### src/source/riscv_de_div_timer.sv
`timescale 1ns/1ps
`default_nettype none

module riscv_de_div_timer #(
    parameter int unsigned DIV_LATENCY = 8
) (
    input  wire logic i_riscv_de_clk,
    input  wire logic i_riscv_de_rst,
    input  wire logic i_riscv_de_start,
    input  wire logic i_riscv_de_clear,
    output logic      o_riscv_de_done
);

    localparam int unsigned CNT_W = $clog2(DIV_LATENCY);
    localparam logic [CNT_W-1:0] CNT_MAX = CNT_W'(DIV_LATENCY - 2);

    logic [CNT_W-1:0] count_q;
    logic             active_q;

    always_ff @(posedge i_riscv_de_clk or posedge i_riscv_de_rst)
    begin
        if (i_riscv_de_rst)
        begin
            count_q  <= '0;
            active_q <= 1'b0;
        end
        else if (i_riscv_de_clear)
        begin
            count_q  <= '0;
            active_q <= 1'b0;
        end
        else if (i_riscv_de_start)
        begin
            count_q  <= CNT_MAX;  // Start cycle is the first busy cycle
            active_q <= 1'b1;
        end
        else if (active_q)
        begin
            if (count_q == '0)
                active_q <= 1'b0;
            else
                count_q <= count_q - 1'b1;
        end
    end

    assign o_riscv_de_done = active_q && (count_q == '0);

    a_count_bound: assert property (@(posedge i_riscv_de_clk)
        disable iff (i_riscv_de_rst || i_riscv_de_clear)
        i_riscv_de_start |=> (count_q <= CNT_MAX) until o_riscv_de_done);

endmodule

`default_nettype wire

### config.mk
export PLATFORM = sky130hd
export DESIGN_NAME = riscv_de_div_timer
export DESIGN_NICKNAME = d
export VERILOG_FILES = /design/src/source/riscv_de_div_timer.sv
export SDC_FILE = /design/constraint.sdc
export NUM_CORES = 1
export LEC_CHECK = 0
export BUFFER_PORTS_ARGS = -buffer_cell sky130_fd_sc_hd__buf_4
export CAP_MARGIN = 5
export CELL_PAD_IN_SITES_DETAIL_PLACEMENT = 2
export CELL_PAD_IN_SITES_GLOBAL_PLACEMENT = 2
export CORE_AREA = 2 2 39 41
export CTS_BUF_LIST = sky130_fd_sc_hd__clkbuf_4 sky130_fd_sc_hd__clkbuf_8 sky130_fd_sc_hd__clkbuf_16
export DETAILED_ROUTE_END_ITERATION = 6
export DIE_AREA = 0 0 41 43
export PLACE_DENSITY = 0.55
export SLEW_MARGIN = 25
export SYNTH_ARGS = -nofsm -noshare
export SYNTH_HDL_FRONTEND = slang
export SYNTH_SLANG_ARGS = --single-unit
### constraint.sdc
create_clock -name i_riscv_de_clk -period 2 [get_ports i_riscv_de_clk]
set_input_delay 0.2 -clock i_riscv_de_clk [delete_from_list [all_inputs] [get_ports i_riscv_de_clk]]
set_output_delay 0.2 -clock i_riscv_de_clk [all_outputs]
set_load 0.02 [all_outputs]
# ---- Word-level counts from Yosys, hierarchy flattened
# Index checks and enable logic that the tools add are counted.
dict set report totals {
  register_bits 4
  inputBits 4
  output_inout_bits 1
  elab_cells 16
}
dict set report op_classes {
  addsub 1
  n_eq_ne 1
  n_mux 8
  n_reduce_logical 4
}
# operator count
set op_table {}
lappend op_table {{$mux 3} 4}
lappend op_table {{$mux 1} 4}
lappend op_table {{$logic_not 3->1} 1}
lappend op_table {{$ne 3x3->1 const B} 1}
lappend op_table {{$reduce_bool 3->1} 1}
lappend op_table {{$sub 3x1->3 const B} 1}
lappend op_table {{$reduce_and 2->1} 1}
lappend op_table {{$logic_and 1x1->1} 1}

# ---- Depth between registers and ports, before layout
dict set report logic_depth {
  word_depth 5
  depth_mapped 5
}

# ---- Least setup slack after synthesis
# Ideal clock, no wire load.
dict set report synth_path {
  path_type {register to output}
  start {reg count_q[0]}
  end {out o_riscv_de_done}
  t_arrival_ps 997
  required_time_ps 1800
  path_slack_ps 803
  stages_incl_launch_ff 5
  path_buffers 0
  cell_sequence {dfrtp_1 inv_1 ha_1 nand2b_2 nor2_1}
}
dict set report synth_between {
  elab_chain_len 2
}
# item line_no
set synth_lines {}
lappend synth_lines {{from (decl)} 17} ;# logic [CNT_W-1:0] count_q;
lappend synth_lines {{from (signal assigned)} 42} ;# count_q <= count_q - 1'b1;
lappend synth_lines {{$logic_not 3->1} 46} ;# assign o_riscv_de_done = active_q && (count_q == '0);
lappend synth_lines {{$logic_and 1x1->1} 46}
lappend synth_lines {{to (decl)} 11} ;# output logic o_riscv_de_done
# Every way passes these cells.

# ---- Final worst setup path
# Same ends and word-level chain as after synthesis.

==> metrics.md <==
| Metric | Value |
|---|---|
| CTS Buf Count | `3` |
| Crit-path max cell delay | `360 ps` |
| Clock latency at the later pin of the worst-skew pair | `230 ps` |
| HP Start | `i_riscv_de_clear` |
| Non-Filler Instances | `49` |
| Netlist Area Pre-Place | `238 um^2` |
| Chip width | `41 um` |
| Slew @ Worst Pin | `250 ps` |
| Worst-path maximum fanout | `4` |
| Ys Warns | `0` |
| Peak supply drop | `0.261 mV` |
| Minimum hold slack | `152 ps` |
| Gates resized, CTS repair | `0` |
| Unrepaired setup endpoints after global routing | `false` |
| Path category of the worst min-delay check | `input port to flop` |
| CP startpoint kind | `flop` |
| CTS Buffer Depth | `2` |
| Min Tclk post-route | `1460 ps` |
| HPWL Detailed | `466 um` |
| Largest area contributor in the netlist | `dfrtp_1` |
| Fmax | `0.683 GHz` |
| Worst hold path stage count | `2` |
| Drt wl/cell | `11.3 um` |
| Vias | `210` |
| Area fraction of the dominant cell type after synthesis | `42.1%` |
| Largest net degree at the start of global routing | `7` |
| Post-synthesis xor/xnor area fraction | `0%` |
| Crit path DAT | `1260 ps` |
| Largest family of logic cells by synthesized area | `simple AND/OR/NAND/NOR gates` |
| DRC Markers | `0` |
| Fin. max-slew vios | `0` |
| Final setup TNS | `0 ps` |
| Crit-path slowest cell | `dfrtp_1` |
| I/O Pins | `5` |
| CP cell instances | `inv_1, ha_1, nand2b_2, nor2_1, buf_4` |
| Syn Inst Count | `25` |
| Inst Count DP | `45` |
| Number of routed nets with antenna violations | `0` |
| Slew headroom | `83.3%` |
| Ant. Diodes | `0` |
| Multiplexer area fraction after synthesis | `0%` |
| First-pass GRT wire length | `986 um` |
| Post-DP Area | `288 um^2` |
| Avg Inst Size Synth | `9.51 um^2` |
| PortBufs | `4` |
| CTS sink cnt | `4` |
| Starting Density | `17.2%` |
| Adder-Cell Fraction of Synth Area | `10.5%` |
| Critical path type | `flop to primary output` |
| Layout Skew | `0.394 ps` |
| Synth Area in Simple Gates | `23.7%` |
| Max-cap check violation count | `0` |
| Largest cells by area after synthesis | `dfrtp_1, ha_1, a211oi_1` |
| Layout cell share with drive strength beyond 1 | `27.3%` |
| Core footprint | `0.00138 mm^2` |
| Vias in the first global route | `236` |
| Total die area | `0.00176 mm^2` |
| Drt total wl | `554 um` |
| FF-to-FF setup slack | `690 ps` |
| Worst setup EP type | `primary output` |
| Average vias per placed instance | `4.29` |
| Tcrit/Tclk final | `73.2%` |
| Syn_nets | `31` |
| DRT iter0 DRCs | `1` |
| Compound-Gate Fraction of Synth Area | `17.4%` |
| Vert. Die Dim | `43 um` |
| Synth cell types | `14` |
| Area growth syn-to-layout | `34.7%` |
| Leak | `0.000143 uW` |
| GR Util All Layers | `9.18%` |
| Sequential area share after synthesis | `42.1%` |
| Gpl congestion | `0.686` |
| Final Hold Vio Count | `0` |
| FF+latch count, synth | `4` |
| CTS clock-pin slew for the worst setup and hold paths | `40 ps` |
| Root buffer cell | `clkbuf_4` |
| Cell row count | `14` |
| GRT Residual Overflow | `0` |
| Hold endpoint | `active_q` |
| Worst reg2reg path startpoint | `count_q[0]` |
| Reg-to-reg endpoint | `count_q[1]` |
| CTS tree | `done` |
| Critical path required time | `1800 ps` |
| Post-CTS Setup Inserts | `0` |
| Status | `completed` |
| Power Dens Cells | `737 mW/mm^2` |
| Initial antenna violation count | `0` |
| Htree depth | `1` |
| Final Setup Violations | `0` |
| Final nets | `41` |
| DRT Pass-1 Iters | `2` |
| R2r worst-path depth | `5` |
| Post-route design area | `320 um^2` |
[power breakdown]
group          total [uW]  switching [uW]  leakage [uW]  internal, uW
Clock                98.5            31.4     0.0000138          67.0
Sequential           91.9            4.93     0.0000514          86.9
Combinational        45.7            24.7     0.0000777          21.0
[cell type report]
| class | count | area [um^2] |
|---|---|---|
| fill | 170 | 1060 |
| multi-input combinational | 17 | 123 |
| sequential | 4 | 100 |
| timing repair buffer | 5 | 40.0 |
| clock buffer | 3 | 22.5 |
| tap | 16 | 20.0 |
| inverter | 4 | 15.0 |
[cells by family after synthesis]
logic type / Yosys count
AOI/OAI and AO/OA: 6
buffers and inverters: 4
adders and majority gates: 2
DFF: 4
and+or+nand+nor: 9
[per-layer routing]
layer  wire length [um]  vias up  GRT usage (%)
li1                   -      102              -
met1                220      100           10.5
met2                294        6           11.9
met3                 24        2           3.14
met4                 14        0           10.0
met5                  0        -              0
[cells in the mapped netlist]
cell	instances
and2b_1	1
a21oi_1	1
nor2_1	4
a211oi_1	2
nand2b_2	1
a21boi_1	1
dfrtp_1	4
ha_1	2
o21ai_1	1
inv_1	4
nor4b_2	1
a311oi_1	1
nand3_1	1
nor3_1	1
[worst max path at each step]
stage	startpoint	to	slack (ps)	cells past startpoint
2_1_floorplan	count_q[0]	o_riscv_de_done	800	4
3_3_place_gp	count_q[0]	count_q[1]	770	5
3_5_place_dp	count_q[0]	count_q[1]	690	5
4_1_cts	count_q[0]	o_riscv_de_done	520	5
5_1_grt	count_q[0]	o_riscv_de_done	440	5
6_report	count_q[0]	o_riscv_de_done	540	5
[metrics by stage]
stage / total power, uW / util (%) / worst slack [ps]
finish: 236 / 23.1 / 537
floorplan: 120 / - / 803
global placement: 135 / 20.8 / 769
detailed placement: 137 / 20.8 / 689
CTS: 243 / 23.1 / 521
global route: 259 / 23.1 / 441
[placed cells by master (no fill, tap or decap), drive strengths merged, types with 2 or more instances in the layout]
| cell type | Yosys | routed |
|---|---|---|
| ha | 2 | 2 |
| nor2 | 4 | 4 |
| buf | 0 | 4 |
| inv | 4 | 4 |
| clkbuf | 0 | 3 |
| dfrtp | 4 | 4 |
| a211oi | 2 | 2 |
[flip-flops by register name (all words and copies together) (netlist names)]
register and cells:
count_q 3, active_q 1
[worst max-delay path, delay by kind of cell (launching register included)]
| family | cells | cell delay [ps] |
|---|---|---|
| flops | 1 | 360 |
| simple gates | 2 | 210 |
| fa+ha+maj | 1 | 220 |
| buf+inv | 2 | 240 |
[repair_timing]
action | 4_1_cts | 5_1_grt
endpoints found under the setup margin | 0 | 0
hold buffers | 1 | 0
endpoints found under the hold margin | 4 | 0
Note: power is estimated with default switching activity, not from simulation.
