### config.mk
export PLATFORM = sky130hd
export DESIGN_NAME = riscv_de_regfile
export DESIGN_NICKNAME = d
export VERILOG_FILES = /design/src/source/riscv_de_pkg.sv /design/src/source/riscv_de_regfile.sv
export SDC_FILE = /design/constraint.sdc
export NUM_CORES = 2
export LEC_CHECK = 0
export BUFFER_PORTS_ARGS = -buffer_cell sky130_fd_sc_hd__buf_2
export CORE_ASPECT_RATIO = 1.1
export CORE_MARGIN = 2
export CORE_UTILIZATION = 45
export CTS_CLUSTER_SIZE = 20
export DETAILED_ROUTE_END_ITERATION = 10
export GPL_TIMING_DRIVEN = 0
export PLACE_DENSITY_LB_ADDON = 0.2
export SLEW_MARGIN = 5
export SYNTH_ARGS = -nofsm -noshare
export SYNTH_HDL_FRONTEND = slang
export SYNTH_SLANG_ARGS = --single-unit
export TNS_END_PERCENT = 30
### constraint.sdc
create_clock -name i_riscv_de_clk -period 110.8 [get_ports i_riscv_de_clk]
set_clock_uncertainty 0.1 [all_clocks]
set_input_delay 5.54 -clock i_riscv_de_clk [delete_from_list [all_inputs] [get_ports i_riscv_de_clk]]
set_output_delay 5.54 -clock i_riscv_de_clk [all_outputs]
set_load 0.01 [all_outputs]
### src/source/riscv_de_pkg.sv
`default_nettype none

package riscv_de_pkg;

    localparam int unsigned XLEN = 64;

    typedef logic [XLEN-1:0] xlen_t;
    typedef logic [4:0]      regaddr_t;
    typedef logic [31:0]     inst_t;

    // Major opcodes handled by decode
    typedef enum logic [6:0] {
        OPC_ILLEGAL = 7'b0000000,
        OPC_LOAD    = 7'b0000011,
        OPC_OP_IMM  = 7'b0010011,
        OPC_STORE   = 7'b0100011,
        OPC_OP      = 7'b0110011,
        OPC_LUI     = 7'b0110111,
        OPC_BRANCH  = 7'b1100011,
        OPC_JAL     = 7'b1101111
    } opcode_e;

    typedef enum logic [3:0] {
        ALU_ADD   = 4'd0,
        ALU_SUB   = 4'd1,
        ALU_SLL   = 4'd2,
        ALU_SLT   = 4'd3,
        ALU_SLTU  = 4'd4,
        ALU_XOR   = 4'd5,
        ALU_SRL   = 4'd6,
        ALU_SRA   = 4'd7,
        ALU_OR    = 4'd8,
        ALU_AND   = 4'd9,
        ALU_COPYB = 4'd10   // Operand 2 straight through, LUI
    } alu_op_e;

    typedef enum logic [2:0] {
        DIV_NONE = 3'd0,
        DIV_DIV  = 3'd1,
        DIV_DIVU = 3'd2,
        DIV_REM  = 3'd3,
        DIV_REMU = 3'd4
    } div_op_e;

    // All zero is a bubble
    typedef struct packed {
        alu_op_e    alucontrol;
        logic       oprnd1sel;      // 1 selects PC
        logic       oprnd2sel;      // 1 selects immediate
        logic       memread;
        logic       memwrite;
        logic [2:0] memext;         // Load/store funct3
        logic [1:0] resultsrc;      // 00 ALU, 01 memory, 10 pc+4
        logic       regwrite;
        logic       jump;
        logic [2:0] b_condition;
        logic       mul;
        div_op_e    divctrl;
        logic       illegal_inst;
    } de_ctrl_t;

    typedef struct packed {
        xlen_t    pc;
        xlen_t    pcplus4;
        xlen_t    rs1data;
        xlen_t    rs2data;
        xlen_t    extendedimm;
        regaddr_t rs1addr;
        regaddr_t rs2addr;
        regaddr_t rdaddr;
    } de_data_t;

    typedef enum logic [1:0] {
        HZ_RUN         = 2'd0,
        HZ_LOAD_BUBBLE = 2'd1,
        HZ_DIV_BUSY    = 2'd2
    } hz_state_e;

endpackage

`default_nettype wire

### src/source/riscv_de_regfile.sv
`timescale 1ns/1ps
`default_nettype none

module riscv_de_regfile (
    input  wire logic                   i_riscv_de_clk,
    input  wire logic                   i_riscv_de_rst,
    input  wire riscv_de_pkg::regaddr_t i_riscv_de_rs1addr,
    input  wire riscv_de_pkg::regaddr_t i_riscv_de_rs2addr,
    input  wire logic                   i_riscv_de_wr_en,
    input  wire riscv_de_pkg::regaddr_t i_riscv_de_wr_addr,
    input  wire riscv_de_pkg::xlen_t    i_riscv_de_wr_data,
    output riscv_de_pkg::xlen_t         o_riscv_de_rs1data,
    output riscv_de_pkg::xlen_t         o_riscv_de_rs2data
);

    riscv_de_pkg::xlen_t regs [0:31];
    logic                wr_live;

    assign wr_live = i_riscv_de_wr_en && (i_riscv_de_wr_addr != '0);

    always_ff @(posedge i_riscv_de_clk or posedge i_riscv_de_rst)
    begin
        if (i_riscv_de_rst)
        begin
            for (int i = 0; i < 32; i++)
                regs[i] <= '0;
        end
        else if (wr_live)
        begin
            regs[i_riscv_de_wr_addr] <= i_riscv_de_wr_data;  // x0 never written
        end
    end

    // Write-back bypass ahead of the array
    assign o_riscv_de_rs1data = (wr_live && i_riscv_de_wr_addr == i_riscv_de_rs1addr) ?
                                i_riscv_de_wr_data : regs[i_riscv_de_rs1addr];
    assign o_riscv_de_rs2data = (wr_live && i_riscv_de_wr_addr == i_riscv_de_rs2addr) ?
                                i_riscv_de_wr_data : regs[i_riscv_de_rs2addr];

    a_x0_stays_zero: assert property (@(posedge i_riscv_de_clk) disable iff (i_riscv_de_rst)
        (i_riscv_de_rs1addr != '0 || o_riscv_de_rs1data == '0) &&
        (i_riscv_de_rs2addr != '0 || o_riscv_de_rs2data == '0));

endmodule

`default_nettype wire

Word-level counts from Yosys, hierarchy flattened
Index checks and enable logic that the tools add are counted.
{"block": "word_totals", "regBits": 2048, "output_inout_bits": 128, "elab_cells": 57}
{"block": "classes", "bitwise": 3, "n_lt_le_gt_ge": 4, "n_reduce_logical": 5, "n_eq_ne": 2, "n_mux": 11}
{"cell": "$bwmux W2048", "n": 1}
{"cell": "$bmux W64 S5", "n": 2}
{"cell": "$mux W64", "n": 7}
{"cell": "$demux W64 S5", "n": 1}
{"cell": "$ge A6 B6 Y1 const B", "n": 3}
{"cell": "$not A5 Y6", "n": 3}
{"cell": "$eq A5 B5 Y1", "n": 2}
{"cell": "$lt A6 B1 Y1 const B", "n": 1}
{"cell": "$reduce_bool A5 Y1", "n": 1}
{"cell": "$logic_and A1 B1 Y1", "n": 4}

Longest topological paths before layout
{"block": "logic_depth", "depth_word": 6, "depth_mapped": 10, "depth_no_buf": 5}

Worst setup path before layout
No wires, ideal clock.
{"block": "synth_timing", "kind": "input-to-output", "from": "input port i_riscv_de_rs2addr[0]", "to": "output port o_riscv_de_rs2data[34]", "stages": 9, "required_ps": 105160, "arrival_ps": 7322, "path_slack_ps": 97838, "path_buffers": 4, "cell_sequence": "buf_2 -> buf_4 -> buf_4 -> buf_2 -> mux4_2 -> a22oi_1 -> nand2_1 -> nand3_1 -> o211ai_1"}
{"block": "synth_between", "elab_chain_cells": 5}
{"element": "start: declaration", "line": "riscv_de_regfile.sv:8", "rtl": "input wire riscv_de_pkg::regaddr_t i_riscv_de_rs2addr,"}
{"element": "$not A5 Y6 (not written as such)", "line": "riscv_de_regfile.sv:38", "rtl": "i_riscv_de_wr_data : regs[i_riscv_de_rs2addr];"}
{"element": "$bmux W64 S5", "line": "riscv_de_regfile.sv:38"}
{"element": "$mux W64 (not written as such) (2 in a row)", "line": "riscv_de_regfile.sv:38"}
{"element": "$mux W64 (*)", "line": "riscv_de_regfile.sv:37", "rtl": "assign o_riscv_de_rs2data = (wr_live && i_riscv_de_wr_addr == i_riscv_de_rs2addr) ?"}
{"element": "end: declaration", "line": "riscv_de_regfile.sv:13", "rtl": "output riscv_de_pkg::xlen_t o_riscv_de_rs2data"}
Every way passes the cells marked *; elsewhere a longest branch is shown, timed or not. The select of a mux whose other input is x is not followed.

Worst setup path in the final report
{"block": "layout_timing", "from": "input port i_riscv_de_rs1addr[4]", "to": "output port o_riscv_de_rs1data[24]"}
{"block": "layout_between", "elab_chain_cells": 5}
{"element": "start: declaration", "line": "riscv_de_regfile.sv:7", "rtl": "input wire riscv_de_pkg::regaddr_t i_riscv_de_rs1addr,"}
{"element": "$not A5 Y6 (not written as such)", "line": "riscv_de_regfile.sv:36", "rtl": "i_riscv_de_wr_data : regs[i_riscv_de_rs1addr];"}
{"element": "$bmux W64 S5", "line": "riscv_de_regfile.sv:36"}
{"element": "$mux W64 (not written as such) (2 in a row)", "line": "riscv_de_regfile.sv:36"}
{"element": "$mux W64 (*)", "line": "riscv_de_regfile.sv:35", "rtl": "assign o_riscv_de_rs1data = (wr_live && i_riscv_de_wr_addr == i_riscv_de_rs1addr) ?"}
{"element": "end: declaration", "line": "riscv_de_regfile.sv:12", "rtl": "output riscv_de_pkg::xlen_t o_riscv_de_rs1data,"}
Marks and branches as above.

==> summary.txt <==
crit start category: input port
core region area: 239,000 um2
slew of the pin with the lowest slew margin: 1.85 ns
Max Buffers Root-to-Sink: 3
# hold bufs at CTS: 0
RSZ-0062 raised after global routing: false
Crit Path Class: in -> out
GRT Residual Overflow: 0
peak supply drop: 0.0000135 V
R2R Setup Slk: 109.81 ns
largest area contributor in the netlist: dfrtp_1
max FFs per register: 2,048
failing checks: capacitance limit, slew limit
placed cell count: 10,700
FF-to-FF End: regs[1535]
Port Buffers: 198
Max-cap violations: 16
Critical Path AT: 10.81 ns
setup bufs post-CTS: 0
Max-Slew Margin vs Limit: -23.4%
most instantiated library cell after synthesis: mux2_2
Clk Latency, worst-skew pair: 0.94 ns
PwrDens: 18.8 nW/um2
outcome: finished with violations
number of setup violations in the final report: 0
CP Max Fanout: 10
Placement Setup Slack: 94.79 ns
CTS root buffer: clkbuf_16
Final Slew Violations: 141
DR vias/cell: 7.69
Seq/Total Area, Yosys: 47.4%
fin worst setup slack: 94.35 ns
Mapped Cells: 7,271
Routed Antenna Nets: 0
post-synth net total: 7,353
vias: 86,500
area grow syn2layout: 14.4%
R2R cell count: 1
Post-Syn Area: 108,000 um2
CP Capture Type: output port
worst setup path startpoint: i_riscv_de_rs1addr[4]
WP data required: 105.16 ns
Lkg Pwr: 53.5 nW
class of the worst hold path: reg -> reg
Post-synth EDFFs: 0
1st-pass router iterations: 6
synthesized flop and latch total: 2,048
CTS clock-pin slew for the worst setup and hold paths: 0.06 ns
Final HPWL DP: 420,000 um
Die Ht: 518 um
Worst R2R Start: regs[1535]
Clock Sink Count: 2,048
Die Area: 244,000 um2
Overall Global Routing Usage: 49.0%
non-filler instance count after layout: 11,200
num rows: 188
first-pass GRT wire length: 781,000 um
fin crit share: 14.8%
Initial Util: 45.3%
synth warn: 0
number of global-route vias before repair: 80,700
share of layout cells above drive strength 1: 52.5%
Min-Delay Path Depth: 1
Netlist cell types: 48
TritonCTS buffer count: 222
Primary FF master, synth: dfrtp_1
CP endpoint: o_riscv_de_rs1data[24]
placer congestion estimate: 1.06
H-tree depth: 4
WHS: 0.385 ns
Largest Register: regs
Setup TNS Final: 0 ns
Avg WL per Cell: 53.9 um
Fin. Hold Viols: 0
post-synth top area share: 47.4%
Fmax: 0.0608 GHz
Die W: 471 um
most instantiated cells after synthesis: mux2_2 (2,064), dfrtp_1 (2,048), mux4_2 (953)
Ports: 210
CTS tree: done
largest cells by area after synthesis: dfrtp_1 (47%), mux2_2 (21%), mux4_2 (20%), clkbuf_1 (1.6%), a22oi_1 (1.5%)
DR iter-0 viols: 14,700
DR DRC count: 0
biggest regs: regs: 2048 flops
Final min period: 16.45 ns
syn_area_per_cell: 14.9 um2
Routed Wire Length: 607,000 um
largest net degree at the start of global routing: 122
post_cts resized: 0
nets@finish: 7,886
antenna violations before repair: 114
ys async rst share: 100%
Core Util, Final: 51.8%
## routing by layer
layer	track usage [%]	share of wire [%]	up-vias
li1	-	-	29400
met5	2.81	0.14	-
met4	45.3	11	50
met2	64.4	39	8550
met1	56.4	33	45800
met3	26.1	16	2702
## logic make-up (layout without fill, tap and decap cells)
family | after synthesis | count (layout) | synth area share, %
other cells | 0 | 127 | 0
xor+xnor | 10 | 10 | 0.0810
compound gates | 790 | 790 | 5.18
buf+inv | 877 | 1592 | 3.47
simple gates | 455 | 455 | 1.84
mux | 3091 | 3091 | 42.0
flops | 2048 | 2048 | 47.4
## worst max-delay path, stage by stage
cell and delay [ns]:
clkbuf_1 1.06, xnor2_1 0.20, nand3_1 0.12, nor3_1 0.62, or2_2 0.22, clkbuf_1 0.95, clkbuf_2 0.97, o221ai_1 0.70
buf_2 0.35
## report_power, final
group / switching (mW) / internal [mW]
logic: 0.274 / 0.272
registers: 0.110 / 0.889
clock network: 0.342 / 0.440
## through the flow
step	power, mW	area, um2
floorplan	1.32	108000
global placement	1.50	113000
detailed placement	1.52	116000
CTS	2.29	123000
global route	2.37	123000
finish	2.33	124000
## cells in the final DEF, fill, tap and decap left out, types with 35 or more instances in the layout
| cell type | count |
|---|---|
| clkbuf_1 | 336 |
| a21oi_1 | 160 |
| buf_4 | 35 |
| a22o_1 | 81 |
| o221ai_1 | 56 |
| buf_16 | 50 |
| a22oi_1 | 214 |
| clkinv_2 | 42 |
| clkbuf_2 | 172 |
| nor3_1 | 53 |
| mux2_2 | 2064 |
| a221oi_1 | 102 |
| dfrtp_1 | 2048 |
| nor2_1 | 111 |
| clkbuf_8 | 54 |
| o22ai_1 | 69 |
| o21ai_0 | 66 |
| mux4_2 | 953 |
| buf_12 | 55 |
| diode_2 | 127 |
| mux2i_1 | 74 |
| buf_2 | 473 |
| nand2_1 | 197 |
| buf_1 | 103 |
| clkbuf_16 | 228 |
## final cells by class
type	count	area [um2]
Inverter	6	30.0
Sequential cell	2048	51200
Timing Repair Buffer	309	3550
Buffer	871	3980
Multi-Input combinational cell	4346	53200
Tap cell	3135	3920
Antenna cell	127	318
Clock inverter	71	786
Fill cell	20100	115000
Clock buffer	335	6650
## worst min path at each step
stage / startpoint / end / slack, ns
after global routing: regs[2043] / regs[2043] / 0.40
after detailed placement: regs[1987] / regs[1987] / 0.37
after global placement: regs[2012] / regs[2012] / 0.35
final: regs[2027] / regs[2027] / 0.38
after floorplan: regs[1984] / regs[1984] / 0.34
after CTS: regs[2036] / regs[2036] / 0.38
No activity file was read; power rests on OpenSTA's default activity.
