**src/source/riscv_de_pkg.sv**
```systemverilog
`default_nettype none

package riscv_de_pkg;

    localparam int unsigned XLEN = 64;

    typedef logic [XLEN-1:0] xlen_t;
    typedef logic [4:0]      regaddr_t;
    typedef logic [31:0]     inst_t;

    // Major opcodes handled by decode
    typedef enum logic [6:0] {
        OPC_ILLEGAL = 7'b0000000,
        OPC_LOAD    = 7'b0000011,
        OPC_OP_IMM  = 7'b0010011,
        OPC_STORE   = 7'b0100011,
        OPC_OP      = 7'b0110011,
        OPC_LUI     = 7'b0110111,
        OPC_BRANCH  = 7'b1100011,
        OPC_JAL     = 7'b1101111
    } opcode_e;

    typedef enum logic [3:0] {
        ALU_ADD   = 4'd0,
        ALU_SUB   = 4'd1,
        ALU_SLL   = 4'd2,
        ALU_SLT   = 4'd3,
        ALU_SLTU  = 4'd4,
        ALU_XOR   = 4'd5,
        ALU_SRL   = 4'd6,
        ALU_SRA   = 4'd7,
        ALU_OR    = 4'd8,
        ALU_AND   = 4'd9,
        ALU_COPYB = 4'd10   // Operand 2 straight through, LUI
    } alu_op_e;

    typedef enum logic [2:0] {
        DIV_NONE = 3'd0,
        DIV_DIV  = 3'd1,
        DIV_DIVU = 3'd2,
        DIV_REM  = 3'd3,
        DIV_REMU = 3'd4
    } div_op_e;

    // All zero is a bubble
    typedef struct packed {
        alu_op_e    alucontrol;
        logic       oprnd1sel;      // 1 selects PC
        logic       oprnd2sel;      // 1 selects immediate
        logic       memread;
        logic       memwrite;
        logic [2:0] memext;         // Load/store funct3
        logic [1:0] resultsrc;      // 00 ALU, 01 memory, 10 pc+4
        logic       regwrite;
        logic       jump;
        logic [2:0] b_condition;
        logic       mul;
        div_op_e    divctrl;
        logic       illegal_inst;
    } de_ctrl_t;

    typedef struct packed {
        xlen_t    pc;
        xlen_t    pcplus4;
        xlen_t    rs1data;
        xlen_t    rs2data;
        xlen_t    extendedimm;
        regaddr_t rs1addr;
        regaddr_t rs2addr;
        regaddr_t rdaddr;
    } de_data_t;

    typedef enum logic [1:0] {
        HZ_RUN         = 2'd0,
        HZ_LOAD_BUBBLE = 2'd1,
        HZ_DIV_BUSY    = 2'd2
    } hz_state_e;

endpackage

`default_nettype wire

```
**src/source/riscv_de_ppreg.sv**
```systemverilog
`timescale 1ns/1ps
`default_nettype none

module riscv_de_ppreg (
    input  wire logic                   i_riscv_de_clk,
    input  wire logic                   i_riscv_de_rst,
    input  wire logic                   i_riscv_de_flush,
    input  wire logic                   i_riscv_de_stall,
    input  wire logic                   i_riscv_de_bubble,
    input  wire riscv_de_pkg::de_ctrl_t i_riscv_de_ctrl_d,
    input  wire riscv_de_pkg::de_data_t i_riscv_de_data_d,
    output riscv_de_pkg::de_ctrl_t      o_riscv_de_ctrl_e,
    output riscv_de_pkg::de_data_t      o_riscv_de_data_e
);

    always_ff @(posedge i_riscv_de_clk or posedge i_riscv_de_rst)
    begin
        if (i_riscv_de_rst)
        begin
            o_riscv_de_ctrl_e <= '0;
            o_riscv_de_data_e <= '0;
        end
        else if (i_riscv_de_flush || (i_riscv_de_bubble && !i_riscv_de_stall))
        begin
            o_riscv_de_ctrl_e <= '0;  // Bubble
            o_riscv_de_data_e <= '0;
        end
        else if (!i_riscv_de_stall)
        begin
            o_riscv_de_ctrl_e <= i_riscv_de_ctrl_d;
            o_riscv_de_data_e <= i_riscv_de_data_d;
        end
    end

    a_flush_kills_write: assert property (@(posedge i_riscv_de_clk)
        disable iff (i_riscv_de_rst)
        i_riscv_de_flush |=> !o_riscv_de_ctrl_e.regwrite);

endmodule

`default_nettype wire

```
**config.mk**
```make
export PLATFORM = sky130hd
export DESIGN_NAME = riscv_de_ppreg
export DESIGN_NICKNAME = d
export VERILOG_FILES = /design/src/source/riscv_de_pkg.sv /design/src/source/riscv_de_ppreg.sv
export SDC_FILE = /design/constraint.sdc
export NUM_CORES = 1
export LEC_CHECK = 0
export BUFFER_PORTS_ARGS = -buffer_cell sky130_fd_sc_hd__buf_2
export CAP_MARGIN = 20
export CORE_AREA = 4 4 275 277
export CTS_CLUSTER_DIAMETER = 30
export DETAILED_ROUTE_END_ITERATION = 10
export DIE_AREA = 0 0 279 281
export PLACE_DENSITY_LB_ADDON = 0.15
export SYNTH_ARGS = -nofsm -noshare
export SYNTH_HDL_FRONTEND = slang
export SYNTH_SLANG_ARGS = --single-unit
```
**constraint.sdc**
```tcl
create_clock -name i_riscv_de_clk -period 16.7 [get_ports i_riscv_de_clk]
set_clock_uncertainty 0.05 [all_clocks]
set_input_delay 2.505 -clock i_riscv_de_clk [delete_from_list [all_inputs] [get_ports i_riscv_de_clk]]
set_output_delay 2.505 -clock i_riscv_de_clk [all_outputs]
set_load 0.005 [all_outputs]
```
Word-level counts from Yosys, hierarchy flattened
Cells that the tools add are included.
Widths: inputs -> output; s select.
{"block": "classes", "n_eq_ne": 1, "n_mux": 4, "n_reduce_logical": 3}
{"cell": "$mux 335", "n": 2}
{"cell": "$mux 23", "n": 2}
{"cell": "$ne 2x1->1 const B", "n": 1}
{"cell": "$logic_and 1x1->1", "n": 1}
{"cell": "$logic_not 1->1", "n": 1}
{"cell": "$logic_or 1x1->1", "n": 1}
{"block": "word_totals", "reg_bits": 358, "input_bits": 363, "out_inout_bits": 358, "word_cells": 29}

Logic depth before layout (Yosys ltp)
{"block": "depth", "ltp_word": 4, "ltp_mapped": 5, "ltp_nobuf": 2}

Worst setup path before layout
No wires, ideal clock.
{"block": "synth_path", "path_type": "input to register", "from": "in i_riscv_de_stall", "to": "reg o_riscv_de_ctrl_e[0] (netlist name)", "setup_ns": 0.122, "t_arrival_ns": 3.255, "required_time_ns": 16.528, "slack_ns": 13.274, "cell_stages": 5, "n_path_buf": 3, "path_cell_list": "nor2b_1 > buf_2 > buf_4 > buf_2 > a32o_1"}
{"block": "synth_via", "elab_chain_len": 4, "elab_cells_between_ends": 5, "cone_classes": "1 x eq/ne; 1 x mux; 3 x reduce/logical"}
{"element": "from (decl)", "line_no": "riscv_de_ppreg.sv:8", "text": "input wire logic i_riscv_de_stall,"}
{"element": "$logic_not 1->1"}
{"element": "$logic_and 1x1->1", "line_no": "riscv_de_ppreg.sv:23", "text": "else if (i_riscv_de_flush || (i_riscv_de_bubble && !i_riscv_de_stall))"}
{"element": "$logic_or 1x1->1", "line_no": "riscv_de_ppreg.sv:23"}
{"element": "$ne 2x1->1 (no line) / $mux 23 (equally long branches)"}
{"element": "to (signal assigned)", "line_no": "riscv_de_ppreg.sv:30", "text": "o_riscv_de_ctrl_e <= i_riscv_de_ctrl_d;"}
{"element": "to (decl)", "line_no": "riscv_de_ppreg.sv:12", "text": "output riscv_de_pkg::de_ctrl_t o_riscv_de_ctrl_e,"}
Parallel ways exist; a longest one is shown, timed or not.
A chain may end at the register's enable or synchronous reset.

Final worst setup path
{"block": "layout_path", "from": "in i_riscv_de_flush", "to": "reg o_riscv_de_data_e[251] (netlist name)"}
{"block": "layout_via", "elab_chain_len": 2, "elab_cells_between_ends": 3, "cone_classes": "1 x eq/ne; 1 x mux; 1 x reduce/logical"}
{"element": "from (decl)", "line_no": "riscv_de_ppreg.sv:7", "text": "input wire logic i_riscv_de_flush,"}
{"element": "$logic_or 1x1->1 *", "line_no": "riscv_de_ppreg.sv:23"}
{"element": "$ne 2x1->1 (no line) / $mux 335 (equally long branches)"}
{"element": "to (signal assigned)", "line_no": "riscv_de_ppreg.sv:31", "text": "o_riscv_de_data_e <= i_riscv_de_data_d;"}
{"element": "to (decl)", "line_no": "riscv_de_ppreg.sv:13", "text": "output riscv_de_pkg::de_data_t o_riscv_de_data_e"}
Every way passes the cells marked *; elsewhere a longest branch is shown, timed or not.

==> results.md <==
* Result of the run: completed
* Setup crit end kind: register
* Maximum buffer depth of the clock tree at 3
* CTS Root Buffer Type: sky130_fd_sc_hd__clkbuf_16
* Number of design-rule violations left by the first detailed-router iteration at roughly 790
* Total overflow reported by the global router at 0
* Std cell rows at 99
* Crit share post-route at 31.8%
* Die height at ~280 um
* Portion of total power attributed to combinational logic at between 6 and 7%
* Worst-path maximum fanout at 126
* Setup TNS Final at 0 ns
* Share of the core filled with cells at between 30% and 40%
* Nets at about 2.3k
* Routed length per placed instance at 20.0 um
* Routed vias/inst at ~4.4
* Most repeated cell in the gate-level netlist after synthesis: sky130_fd_sc_hd__dfrtp_1
* Layout Area Growth over Synthesis at 54.0%
* Die width at 279 um
* Largest vdd supply drop at 0.0000829 V
* Clock slew seen by the registers of the worst setup and hold paths at 0.04 ns
* Async SR Flop Fraction at 100%
* Starting Density at 20.5%
* Flip-flop cell with the highest count after synthesis: sky130_fd_sc_hd__dfrtp_1
* Sequential area share after synthesis at between 60% and 70%
* Wire length of the first global-routing pass at between 80 and 90 mm
* Layout cell share with drive strength beyond 1 at 48.9%
* Core ar. at 0.0728 sq mm
* Net Sw Power at 0.736 mW
* Area share of the largest cell type after synthesis at between 60% and 70%
* LEAKAGE at between 10 and 15 nW
* Inserted Clock Buffers at 110
* Maximum operating frequency at about 0.19 GHz
* Share of power burned in the clock network at about 65%
* Latest clock arrival within the worst-skew pair at between 0.6 and 0.7 ns
* Post-route standard cell area excluding fillers at approximately 0.023 sq mm
* Number of buffers inserted by port buffering at roughly 700
* H-tree level count at 3
* Yosys cell types at 16
* Number of hold violations in the final report at 0
* Number of synthesized flops with an enable pin at 0
* Internal Power at 2.49 mW
* Die ar. at between 0.07 and 0.08 sq mm
* Routability congestion estimate from global placement at 0.788
* Half-perimeter wire length after placement at a little over 40 mm
* Post-CTS Repair Setup Buffers at 0
* Largest net degree at the start of global routing at 127
* Setup violation total in the final timing report at 0
* Yosys synthesis warning count at 0
* Number of storage elements in the synthesis netlist at 358
* Count of cells resized by post-cts repair at 0
* Max-slew violation total from the final report at 0
* Number of top-level pins at around 720
* R2r setup slk at 15.87 ns
* Type of the tightest min-delay check: register to register
* Transition at the pin with the smallest max-transition slack at between 1 and 1.5 ns
* Sequential share of power at 28.5%
* Final Critical Period at approximately 5.3 ns
* TritonCTS Sinks at 358
* Cell taking the most area after synthesis: sky130_fd_sc_hd__dfrtp_1
* Crit path required time at around 17 ns
* Synth Net Count at 1,582
* Routed Antenna Nets at 0
* Total standard cell area after synthesis at between 0.01 and 0.015 sq mm
* Unrepaired setup endpoints after global routing: false
* Critical path type: input port to register
* Areal power density over the cells at about 140 mW/mm^2
* Sum of routed wire length over all layers at about 60 mm
* 1st-pass router iterations at 5
* DRC viols at 0
* Max capacitance violation total at 0
* Signal arrival time at the worst endpoint at between 5 and 6 ns
* Standard cell area after detailed placement at between 0.015 and 0.02 sq mm
* Worst slew margin at slightly below 30%
* Gate Count Post-Synth at approximately 1.2k
* Number of antenna violations at the first check in global routing at 18
* Leading cell types by count after synthesis: sky130_fd_sc_hd__dfrtp_1, sky130_fd_sc_hd__nand2_1, sky130_fd_sc_hd__nand2b_1, sky130_fd_sc_hd__a32o_1, sky130_fd_sc_hd__o22ai_1
* Via count of the routed design at ~13k
* Clock tree from TritonCTS: yes
* Global routing usage summed across all routing layers at 14.4%
* Number of buffers inserted by hold repair at cts at 0
* Main area contributors after synthesis: sky130_fd_sc_hd__dfrtp_1, sky130_fd_sc_hd__a32o_1, sky130_fd_sc_hd__nand2b_1, sky130_fd_sc_hd__o22ai_2, sky130_fd_sc_hd__o22ai_1
* Avg Inst Size Synth at 12.2 sq um
* Final Hold Slack at 0.428 ns
* Critical Path Source Type: input port
* Total power consumption of the routed design at 3.23 mW
* Switching Share at a little under a quarter
* Number of global-route vias before repair at 13.9k
==> kinds of logic after synthesis <==
group,count (synthesis),synth area share [%]
compound gates,358,22.2
buf+inv,140,5.42
flops,358,60.1
simple gates,363,12.3
==> through the flow <==
step / std cells / setup slack (ns)
after floorplan: 1219 / 4.21
after global placement: 2776 / 10.82
after detailed placement: 2776 / 10.78
after CTS: 2980 / 11.46
after global routing: 2991 / 11.16
final: 2992 / 11.39
==> layout make-up <==
class | count | area, sq um
diodes | 11 | 27.5
clock buffers | 154 | 3150
clock inverters | 50 | 676
fillers | 7576 | 49900
inverters | 2 | 17.5
multi-input cells | 721 | 5140
flip-flops and latches | 358 | 8960
well taps | 959 | 1200
repair buffers | 737 | 3770
==> worst max-delay path, stage by stage <==
cell and delay (ns):
sky130_fd_sc_hd__buf_8 0.46, sky130_fd_sc_hd__buf_4 0.68, sky130_fd_sc_hd__buf_4 0.79, sky130_fd_sc_hd__buf_4 0.82
sky130_fd_sc_hd__nand2b_1 0.22, sky130_fd_sc_hd__o22ai_2 0.08
==> power groups by stage <==
stage	Clock, mW	Combinational (mW)	Sequential (mW)
after detailed placement	0	0.226	0.933
after global routing	2.20	0.244	0.925
after floorplan	0	0.112	0.936
after CTS	2.14	0.226	0.921
final	2.09	0.221	0.921
after global placement	0	0.225	0.932
==> cell usage in the layout (no fill, tap or decap) <==
master,n
sky130_fd_sc_hd__a32o_1,178
sky130_fd_sc_hd__buf_16,1
sky130_fd_sc_hd__buf_2,718
sky130_fd_sc_hd__buf_4,16
sky130_fd_sc_hd__buf_6,1
sky130_fd_sc_hd__buf_8,1
sky130_fd_sc_hd__bufinv_16,13
sky130_fd_sc_hd__clkbuf_1,22
sky130_fd_sc_hd__clkbuf_16,111
sky130_fd_sc_hd__clkbuf_8,21
sky130_fd_sc_hd__clkinv_16,3
sky130_fd_sc_hd__clkinv_2,30
sky130_fd_sc_hd__clkinvlp_4,1
sky130_fd_sc_hd__dfrtp_1,358
sky130_fd_sc_hd__diode_2,11
sky130_fd_sc_hd__inv_16,1
sky130_fd_sc_hd__inv_4,1
sky130_fd_sc_hd__inv_6,2
sky130_fd_sc_hd__inv_8,1
sky130_fd_sc_hd__nand2_1,180
sky130_fd_sc_hd__nand2b_1,180
sky130_fd_sc_hd__nor2_4,1
sky130_fd_sc_hd__nor2b_4,1
sky130_fd_sc_hd__o22ai_1,116
sky130_fd_sc_hd__o22ai_2,64
sky130_fd_sc_hd__or2_4,1
==> flip-flops by register name (all words and copies together) (netlist names) <==
register           cells
o_riscv_de_data_e    335
o_riscv_de_ctrl_e     23
==> worst paths after layout <==
path | from | endpoint | cells past startpoint
worst max register to register | o_riscv_de_ctrl_e[11] | o_riscv_de_ctrl_e[11] | 1
max in group asynchronous | i_riscv_de_rst | o_riscv_de_data_e[274] | 4
min in group asynchronous | i_riscv_de_rst | o_riscv_de_data_e[86] | 2
worst min register to register | o_riscv_de_data_e[112] | o_riscv_de_data_e[112] | 1
worst min-delay path | o_riscv_de_data_e[112] | o_riscv_de_data_e[112] | 1
worst max-delay path | i_riscv_de_flush | o_riscv_de_data_e[251] | 6
==> layer usage <==
layer	global-route usage (%)	part of all wire [%]	up-vias	wire, um
met5	0	0.11	-	68
met4	6.38	3.0	8	1770
met3	5.18	7.9	120	4730
met2	24.9	52	527	30900
met1	15.9	37	6456	22400
li1	-	-	5974	-
(Power assumes the default switching activity.)
