`config.mk`:
```
export PLATFORM = sky130hd
export DESIGN_NAME = riscv_de_hazard_fsm
export DESIGN_NICKNAME = d
export VERILOG_FILES = /design/src/source/riscv_de_pkg.sv /design/src/source/riscv_de_hazard_fsm.sv
export SDC_FILE = /design/constraint.sdc
export NUM_CORES = 1
export LEC_CHECK = 0
export BUFFER_PORTS_ARGS = -buffer_cell sky130_fd_sc_hd__buf_2
export CORE_AREA = 5 5 42 44
export DETAILED_ROUTE_END_ITERATION = 8
export DIE_AREA = 0 0 47 49
export GPL_ROUTABILITY_DRIVEN = 0
export GPL_TIMING_DRIVEN = 0
export PLACE_DENSITY = 0.66
export SYNTH_ARGS = -nofsm -noshare
export SYNTH_HDL_FRONTEND = slang
export SYNTH_SLANG_ARGS = --single-unit
```
`constraint.sdc`:
```
create_clock -name i_riscv_de_clk -period 0.95 [get_ports i_riscv_de_clk]
set_input_delay 0.1425 -clock i_riscv_de_clk [delete_from_list [all_inputs] [get_ports i_riscv_de_clk]]
set_output_delay 0.1425 -clock i_riscv_de_clk [all_outputs]
set_load 0.02 [all_outputs]
```
`src/source/riscv_de_pkg.sv`:
```
`default_nettype none

package riscv_de_pkg;

    localparam int unsigned XLEN = 64;

    typedef logic [XLEN-1:0] xlen_t;
    typedef logic [4:0]      regaddr_t;
    typedef logic [31:0]     inst_t;

    // Major opcodes handled by decode
    typedef enum logic [6:0] {
        OPC_ILLEGAL = 7'b0000000,
        OPC_LOAD    = 7'b0000011,
        OPC_OP_IMM  = 7'b0010011,
        OPC_STORE   = 7'b0100011,
        OPC_OP      = 7'b0110011,
        OPC_LUI     = 7'b0110111,
        OPC_BRANCH  = 7'b1100011,
        OPC_JAL     = 7'b1101111
    } opcode_e;

    typedef enum logic [3:0] {
        ALU_ADD   = 4'd0,
        ALU_SUB   = 4'd1,
        ALU_SLL   = 4'd2,
        ALU_SLT   = 4'd3,
        ALU_SLTU  = 4'd4,
        ALU_XOR   = 4'd5,
        ALU_SRL   = 4'd6,
        ALU_SRA   = 4'd7,
        ALU_OR    = 4'd8,
        ALU_AND   = 4'd9,
        ALU_COPYB = 4'd10   // Operand 2 straight through, LUI
    } alu_op_e;

    typedef enum logic [2:0] {
        DIV_NONE = 3'd0,
        DIV_DIV  = 3'd1,
        DIV_DIVU = 3'd2,
        DIV_REM  = 3'd3,
        DIV_REMU = 3'd4
    } div_op_e;

    // All zero is a bubble
    typedef struct packed {
        alu_op_e    alucontrol;
        logic       oprnd1sel;      // 1 selects PC
        logic       oprnd2sel;      // 1 selects immediate
        logic       memread;
        logic       memwrite;
        logic [2:0] memext;         // Load/store funct3
        logic [1:0] resultsrc;      // 00 ALU, 01 memory, 10 pc+4
        logic       regwrite;
        logic       jump;
        logic [2:0] b_condition;
        logic       mul;
        div_op_e    divctrl;
        logic       illegal_inst;
    } de_ctrl_t;

    typedef struct packed {
        xlen_t    pc;
        xlen_t    pcplus4;
        xlen_t    rs1data;
        xlen_t    rs2data;
        xlen_t    extendedimm;
        regaddr_t rs1addr;
        regaddr_t rs2addr;
        regaddr_t rdaddr;
    } de_data_t;

    typedef enum logic [1:0] {
        HZ_RUN         = 2'd0,
        HZ_LOAD_BUBBLE = 2'd1,
        HZ_DIV_BUSY    = 2'd2
    } hz_state_e;

endpackage

`default_nettype wire

```
`src/source/riscv_de_hazard_fsm.sv`:
```
`timescale 1ns/1ps
`default_nettype none

module riscv_de_hazard_fsm #(
    parameter int unsigned DIV_LATENCY = 8
) (
    input  wire logic                   i_riscv_de_clk,
    input  wire logic                   i_riscv_de_rst,
    input  wire logic                   i_riscv_de_flush,
    input  wire riscv_de_pkg::de_ctrl_t i_riscv_de_ctrl_e,
    input  wire riscv_de_pkg::regaddr_t i_riscv_de_rdaddr_e,
    input  wire riscv_de_pkg::regaddr_t i_riscv_de_rs1addr_d,
    input  wire riscv_de_pkg::regaddr_t i_riscv_de_rs2addr_d,
    input  wire logic                   i_riscv_de_valid_d,
    input  wire logic                   i_riscv_de_div_done,
    output logic                        o_riscv_de_stall,
    output logic                        o_riscv_de_bubble,
    output logic                        o_riscv_de_div_start
);

    riscv_de_pkg::hz_state_e state_q, state_d;
    logic                    div_in_e;
    logic                    load_use;

    assign div_in_e = (i_riscv_de_ctrl_e.divctrl != riscv_de_pkg::DIV_NONE);
    assign load_use = i_riscv_de_ctrl_e.memread && i_riscv_de_valid_d &&
                      (i_riscv_de_rdaddr_e != '0) &&
                      (i_riscv_de_rdaddr_e == i_riscv_de_rs1addr_d ||
                       i_riscv_de_rdaddr_e == i_riscv_de_rs2addr_d);

    always_ff @(posedge i_riscv_de_clk or posedge i_riscv_de_rst)
    begin
        if (i_riscv_de_rst)
            state_q <= riscv_de_pkg::HZ_RUN;
        else
            state_q <= state_d;
    end

    // Hazards are seen in RUN and answered in the same cycle
    always_comb
    begin
        state_d              = state_q;
        o_riscv_de_stall     = 1'b0;
        o_riscv_de_bubble    = 1'b0;
        o_riscv_de_div_start = 1'b0;
        case (state_q)
            riscv_de_pkg::HZ_RUN:
            begin
                if (div_in_e)
                begin
                    state_d              = riscv_de_pkg::HZ_DIV_BUSY;
                    o_riscv_de_stall     = 1'b1;
                    o_riscv_de_div_start = 1'b1;
                end
                else if (load_use)
                begin
                    state_d           = riscv_de_pkg::HZ_LOAD_BUBBLE;
                    o_riscv_de_bubble = 1'b1;
                end
            end
            riscv_de_pkg::HZ_LOAD_BUBBLE:
                state_d = riscv_de_pkg::HZ_RUN;  // Bubble sits in execute
            riscv_de_pkg::HZ_DIV_BUSY:
            begin
                if (i_riscv_de_div_done)
                    state_d = riscv_de_pkg::HZ_RUN;
                else
                    o_riscv_de_stall = 1'b1;
            end
            default:
                state_d = riscv_de_pkg::HZ_RUN;
        endcase
        if (i_riscv_de_flush)
        begin
            state_d              = riscv_de_pkg::HZ_RUN;
            o_riscv_de_stall     = 1'b0;
            o_riscv_de_bubble    = 1'b0;
            o_riscv_de_div_start = 1'b0;
        end
    end

    // Register keeps the divide in execute while busy
    a_div_hold_only: assert property (@(posedge i_riscv_de_clk)
        disable iff (i_riscv_de_rst || i_riscv_de_flush)
        (state_q == riscv_de_pkg::HZ_DIV_BUSY) |-> div_in_e);

    // Timer must release the FSM after exactly DIV_LATENCY-1 busy cycles
    a_div_length: assert property (@(posedge i_riscv_de_clk)
        disable iff (i_riscv_de_rst || i_riscv_de_flush)
        o_riscv_de_div_start |=> (state_q == riscv_de_pkg::HZ_DIV_BUSY) [*DIV_LATENCY-1]
        ##1 (state_q == riscv_de_pkg::HZ_RUN));

endmodule

`default_nettype wire

```
---- After elaboration in Yosys (flattened, before gate mapping) ----
Cells that the tools add are included.
storage, ports and cells
  flip-flop bits (word level) ............. 2
  bits in latches ......................... 0
  memory bits (writable) .................. 0
  memory bits (read-only) ................. 0
  output and inout port bits .............. 3
  word-level logic and storage cells ...... 29
  memories kept ........................... 0
operators by class
  add/sub/neg operators ................... 0
  $mul .................................... 0
  div/mod/pow operators ................... 0
  order comparisons ....................... 0
  equality and inequality tests ........... 5
  shift operators ......................... 0
  mux-type cells .......................... 15
  bitwise gates (word level) .............. 0
  reduce and logical (&&, ||, !) cells .... 8
operators by type and width
  kind                                  count
  == test 5 bit                         2
  2-to-1 mux 1 bit                      9
  2-to-1 mux 2 bit                      4
  nonzero test 5 bit                    1
  != test 4 bit, second input constant  1
  one-hot mux 2 bit (2 select lines)    1
  logical AND 1 bit                     3
  != test 3 bit, second input constant  1
  nonzero test 3 bit                    1
  == test 2 bit, second input constant  1
  zero test 2 bit                       1
  one-hot mux 1 bit (2 select lines)    1
  AND reduction 2 bit                   1
  logical OR 1 bit                      1

---- Longest topological paths before layout ----
  depth in word-level cells ............... 7
  gate-level depth with buffers ........... 4
  gate-level depth less buffers ........... 4

---- Least setup slack after synthesis ----
OpenSTA, ideal clock, no wires.
  path kind ............................... reg-to-output
  start ................................... reg state_q[1]
  end ..................................... out o_riscv_de_stall
  data arrival time ....................... 1.540 ns
  required time ........................... 0.808 ns
  setup slack ............................. -0.733 ns
  cell stages (with the launch flop) ...... 3
  path buffers ............................ 0
  cell sequence ........................... dfrtp_1 > nor4_1 > a2111oi_0
on the way
  cells in the longest elaborated chain, start to end .. 3
  elaborated cells between the ends (all ways) .. 4
  classes of those cells .................. eq/ne (1); mux (2); reduce/logical (1)
ends and longest elaborated chain
  element                                                  RTL line                   source
  from (decl)                                              riscv_de_hazard_fsm.sv:21  riscv_de_pkg::hz_state_e state_q, state_d;
  from (signal assigned)                                   riscv_de_hazard_fsm.sv:34  state_q <= riscv_de_pkg::HZ_RUN;
  from (signal assigned)                                   riscv_de_hazard_fsm.sv:36  state_q <= state_d;
  == test 2 bit / zero test 2 bit (equally long branches)  riscv_de_hazard_fsm.sv:46  case (state_q)
  one-hot mux 1 bit (2 select lines) *                     riscv_de_hazard_fsm.sv:46
  2-to-1 mux 1 bit *                                       riscv_de_hazard_fsm.sv:73  if (i_riscv_de_flush)
  to (decl)                                                riscv_de_hazard_fsm.sv:16  output logic o_riscv_de_stall,
Every way passes the cells marked *; elsewhere a longest branch is shown, timed or not.

---- Final worst setup path ----
  start ................................... reg state_q[0]
  end ..................................... out o_riscv_de_bubble
on the way
  cells in the longest elaborated chain, start to end .. 3
ends and longest elaborated chain
  element           RTL line                   source
  zero test 2 bit   riscv_de_hazard_fsm.sv:46
  2-to-1 mux 1 bit  riscv_de_hazard_fsm.sv:46
  2-to-1 mux 1 bit  riscv_de_hazard_fsm.sv:73
  to (decl)         riscv_de_hazard_fsm.sv:17  output logic o_riscv_de_bubble,
Every way passes these cells.

==> summary.txt <==
STA
  • Final period util: 1.55
  • Tightest Pin Transition: 0.338 ns
  • RSZ-0062 raised after global routing: yes
  • Final worst setup slack: -0.524 ns
  • Fmax: 679 MHz
  • Final hold viol count: 0
  • Max-slew violations: 0
  • Min cycle time layout: 1.47 ns
  • Setup skew after layout: 0.00149 ns
  • Slew HR: 0.773
  • Final setup violating endpoints: 5

Hold path
  • Hold-critical path depth: 2
  • Hold Crit Class: input pin to flip-flop

GRT
  • Antenna violations before repair: 0
  • GR Util All Layers: 0.0782
  • Largest net degree at the start of global routing: 5
  • GRT Residual Overflow: 0
  • Vias in the first global route: 355
  • First-pass GRT wire length: 1240 um

CTS
  • Clock-pin slew on the worst setup and hold paths: 0.03 ns
  • CTS tree: yes
  • Clock buffer depth: 2
  • H-tree levels: 1
  • Clock Root Buffer: clkbuf_4
  • Num CTS Buffers: 3
  • Clk_lat worst skew: 0.22 ns
  • Clock sink count: 2

Logic synthesis
  • Synth Flop Type: dfrtp_1
  • Seq cells post-synth: 2
  • Synth cell count leaders: xor2_1, xnor2_1, nor3_1
  • Synth cell types: 14
  • Sequential area share after synthesis: 0.207
  • Synth Instances: 28
  • Synthesized area: 241 um2
  • Asr flop ratio synth: 1.00
  • EDFF count, synth: 0
  • Post-synth top area share: 0.218
  • Syn avg cell area: 8.62 um2
  • Area leader, netlist: xor2_1
  • Count leader, synth: xor2_1
  • Synth area leaders: xor2_1, dfrtp_1, xnor2_1
  • Synth warnings: 0
  • Syn_nets: 71

Detailed routing
  • Final wirelength: 844 um
  • Met3 WL: 152 um
  • Initial DRC count: 0
  • DRT antenna net count: 0
  • First-pass DRT Iterations: 1
  • WL met2: 433 um
  • DRC viols: 0
  • Post-detailed-route via-to-cell ratio: 4.51
  • Wirelength per Cell: 11.0 um
  • Uppermost layer routed: met4
  • Via Count: 347
  • Routed length on met1: 239 um

Flow run
  • Max Cap Violations: 0

Finish
  • Design area: 534 um2
  • Share of layout cells above drive strength 1: 0.689
  • Nets: 106
  • Biggest regs: state_q: 2 flops
  • P&R area growth vs syn: 121%
  • Utilization after layout: 0.381
  • Register bank with the most flops: state_q
  • Antenna diode count: 0
  • Largest register FFs: 2

Run status
  • Outcome: complete, but fails checks
  • Failing checks: negative setup slack

Setup path
  • Data required, critical path: 0.81 ns
  • Crit-path slowest cell: dfrtp_1
  • Nature of the critical path startpoint: flip-flop
  • Cell chain of the critical path: nor3_2 -> nand4_1 -> a211oi_4 -> buf_6
  • Max incr delay on CP: 0.38 ns
  • Crit path max fanout: 2
  • Crit. End Element: primary output
  • Crit path kind: flip-flop to primary output
  • R2R cell count: 4
  • Worst endpoint data arrival time: 1.33 ns

Power and ir drop
  • VDD IR max: 312 uV
  • Power Density: 862 nW/um2
  • LEAKAGE: 0.230 nW

Placement
  • Port Buffers: 26
  • Placed cell area: 424 um2

Floorplanning
  • Initial Util: 0.172
  • Die Height: 49 um
  • Rows: 14
  • Die Wd: 47 um
  • Die area: 2300 um2
  • Core ar.: 1400 um2
  • Ports: 46
-- per-stage QoR --
| stage | hold slack [ns] | setup WS, ns | cells | power [mW] | setup TNS [ns] |
|---|---|---|---|---|---|
| after floorplan | -0.116 | -0.243 | 28 | 0.163 | -0.636 |
| after global placement | -0.00631 | -0.387 | 70 | 0.236 | -1.03 |
| after detailed placement | -0.00602 | -0.398 | 70 | 0.239 | -1.09 |
| after CTS | 0.140 | -0.557 | 75 | 0.449 | -1.52 |
| after global routing | 0.157 | -0.659 | 77 | 0.501 | -1.96 |
| final | 0.159 | -0.524 | 77 | 0.461 | -1.52 |
-- where the power goes --
group	switching, mW	leakage [nW]	internal (mW)
combinational	0.0842	0.191	0.0953
sequential	0.00305	0.0251	0.0899
clock	0.0487	0.0138	0.139
total	0.136	0.230	0.325
-- routing by layer --
layer,global-route usage,up-vias
met5,0,-
met4,0.0829,0
met3,0.0295,2
met2,0.120,26
met1,0.0703,147
li1,-,172
-- worst max-delay path: cells and delay by family (launching register included) --
family / cells / cell delay (ns)
buffers and inverters: 1 / 0.14
AOI/OAI and AO/OA: 1 / 0.21
DFF: 1 / 0.38
and+or+nand+nor: 2 / 0.38
-- placed cells by master (no fill, tap or decap), drive strengths merged --
cell type / n
buf: 29
xor2: 6
xnor2: 4
nor3: 4
clkbuf: 3
nand3: 2
a2111oi: 2
a211oi: 2
dfrtp: 2
nor2b: 1
nor4: 1
or4: 1
nor2: 1
nand4: 1
inv: 1
dlygate4sd3: 1
-- path summary, 6_finish.rpt --
check / from / end / slack, ns
max in group asynchronous: i_riscv_de_rst / state_q[1] / 0.52
worst max register to register: state_q[0] / state_q[0] / -0.21
worst max-delay path: state_q[0] / o_riscv_de_bubble / -0.52
worst min-delay path: i_riscv_de_flush / state_q[1] / 0.16
min in group asynchronous: i_riscv_de_rst / state_q[0] / 0.31
worst min register to register: state_q[0] / state_q[1] / 0.58
-- timing repair --
action / 4_1_cts / 5_1_grt
pin swaps: 3 / 4
buffers inserted: 1 / 3
hold endpoints to repair: 2 / 0
hold buffers: 1 / 0
endpoints found under the setup margin: 5 / 5
resized for setup: 4 / 8
-- final cells by class --
type / instances / area, um2
tap: 16 / 20.0
inverter: 1 / 3.75
clock buffer: 3 / 22.5
multi-input combinational: 25 / 259
timing repair buffer: 30 / 178
fill: 162 / 867
sequential: 2 / 51.3
-- logic make-up (layout without fill, tap and decap cells) --
kind of cell / after synthesis / after routing / synth area share
DFF: 2 / 2 / 0.207
buffers and inverters: 1 / 34 / 0.0155
and+or+nand+nor: 11 / 11 / 0.280
xor gates and xnor gates: 10 / 10 / 0.363
AOI/OAI and AO/OA: 4 / 4 / 0.135
(Power assumes the default switching activity.)
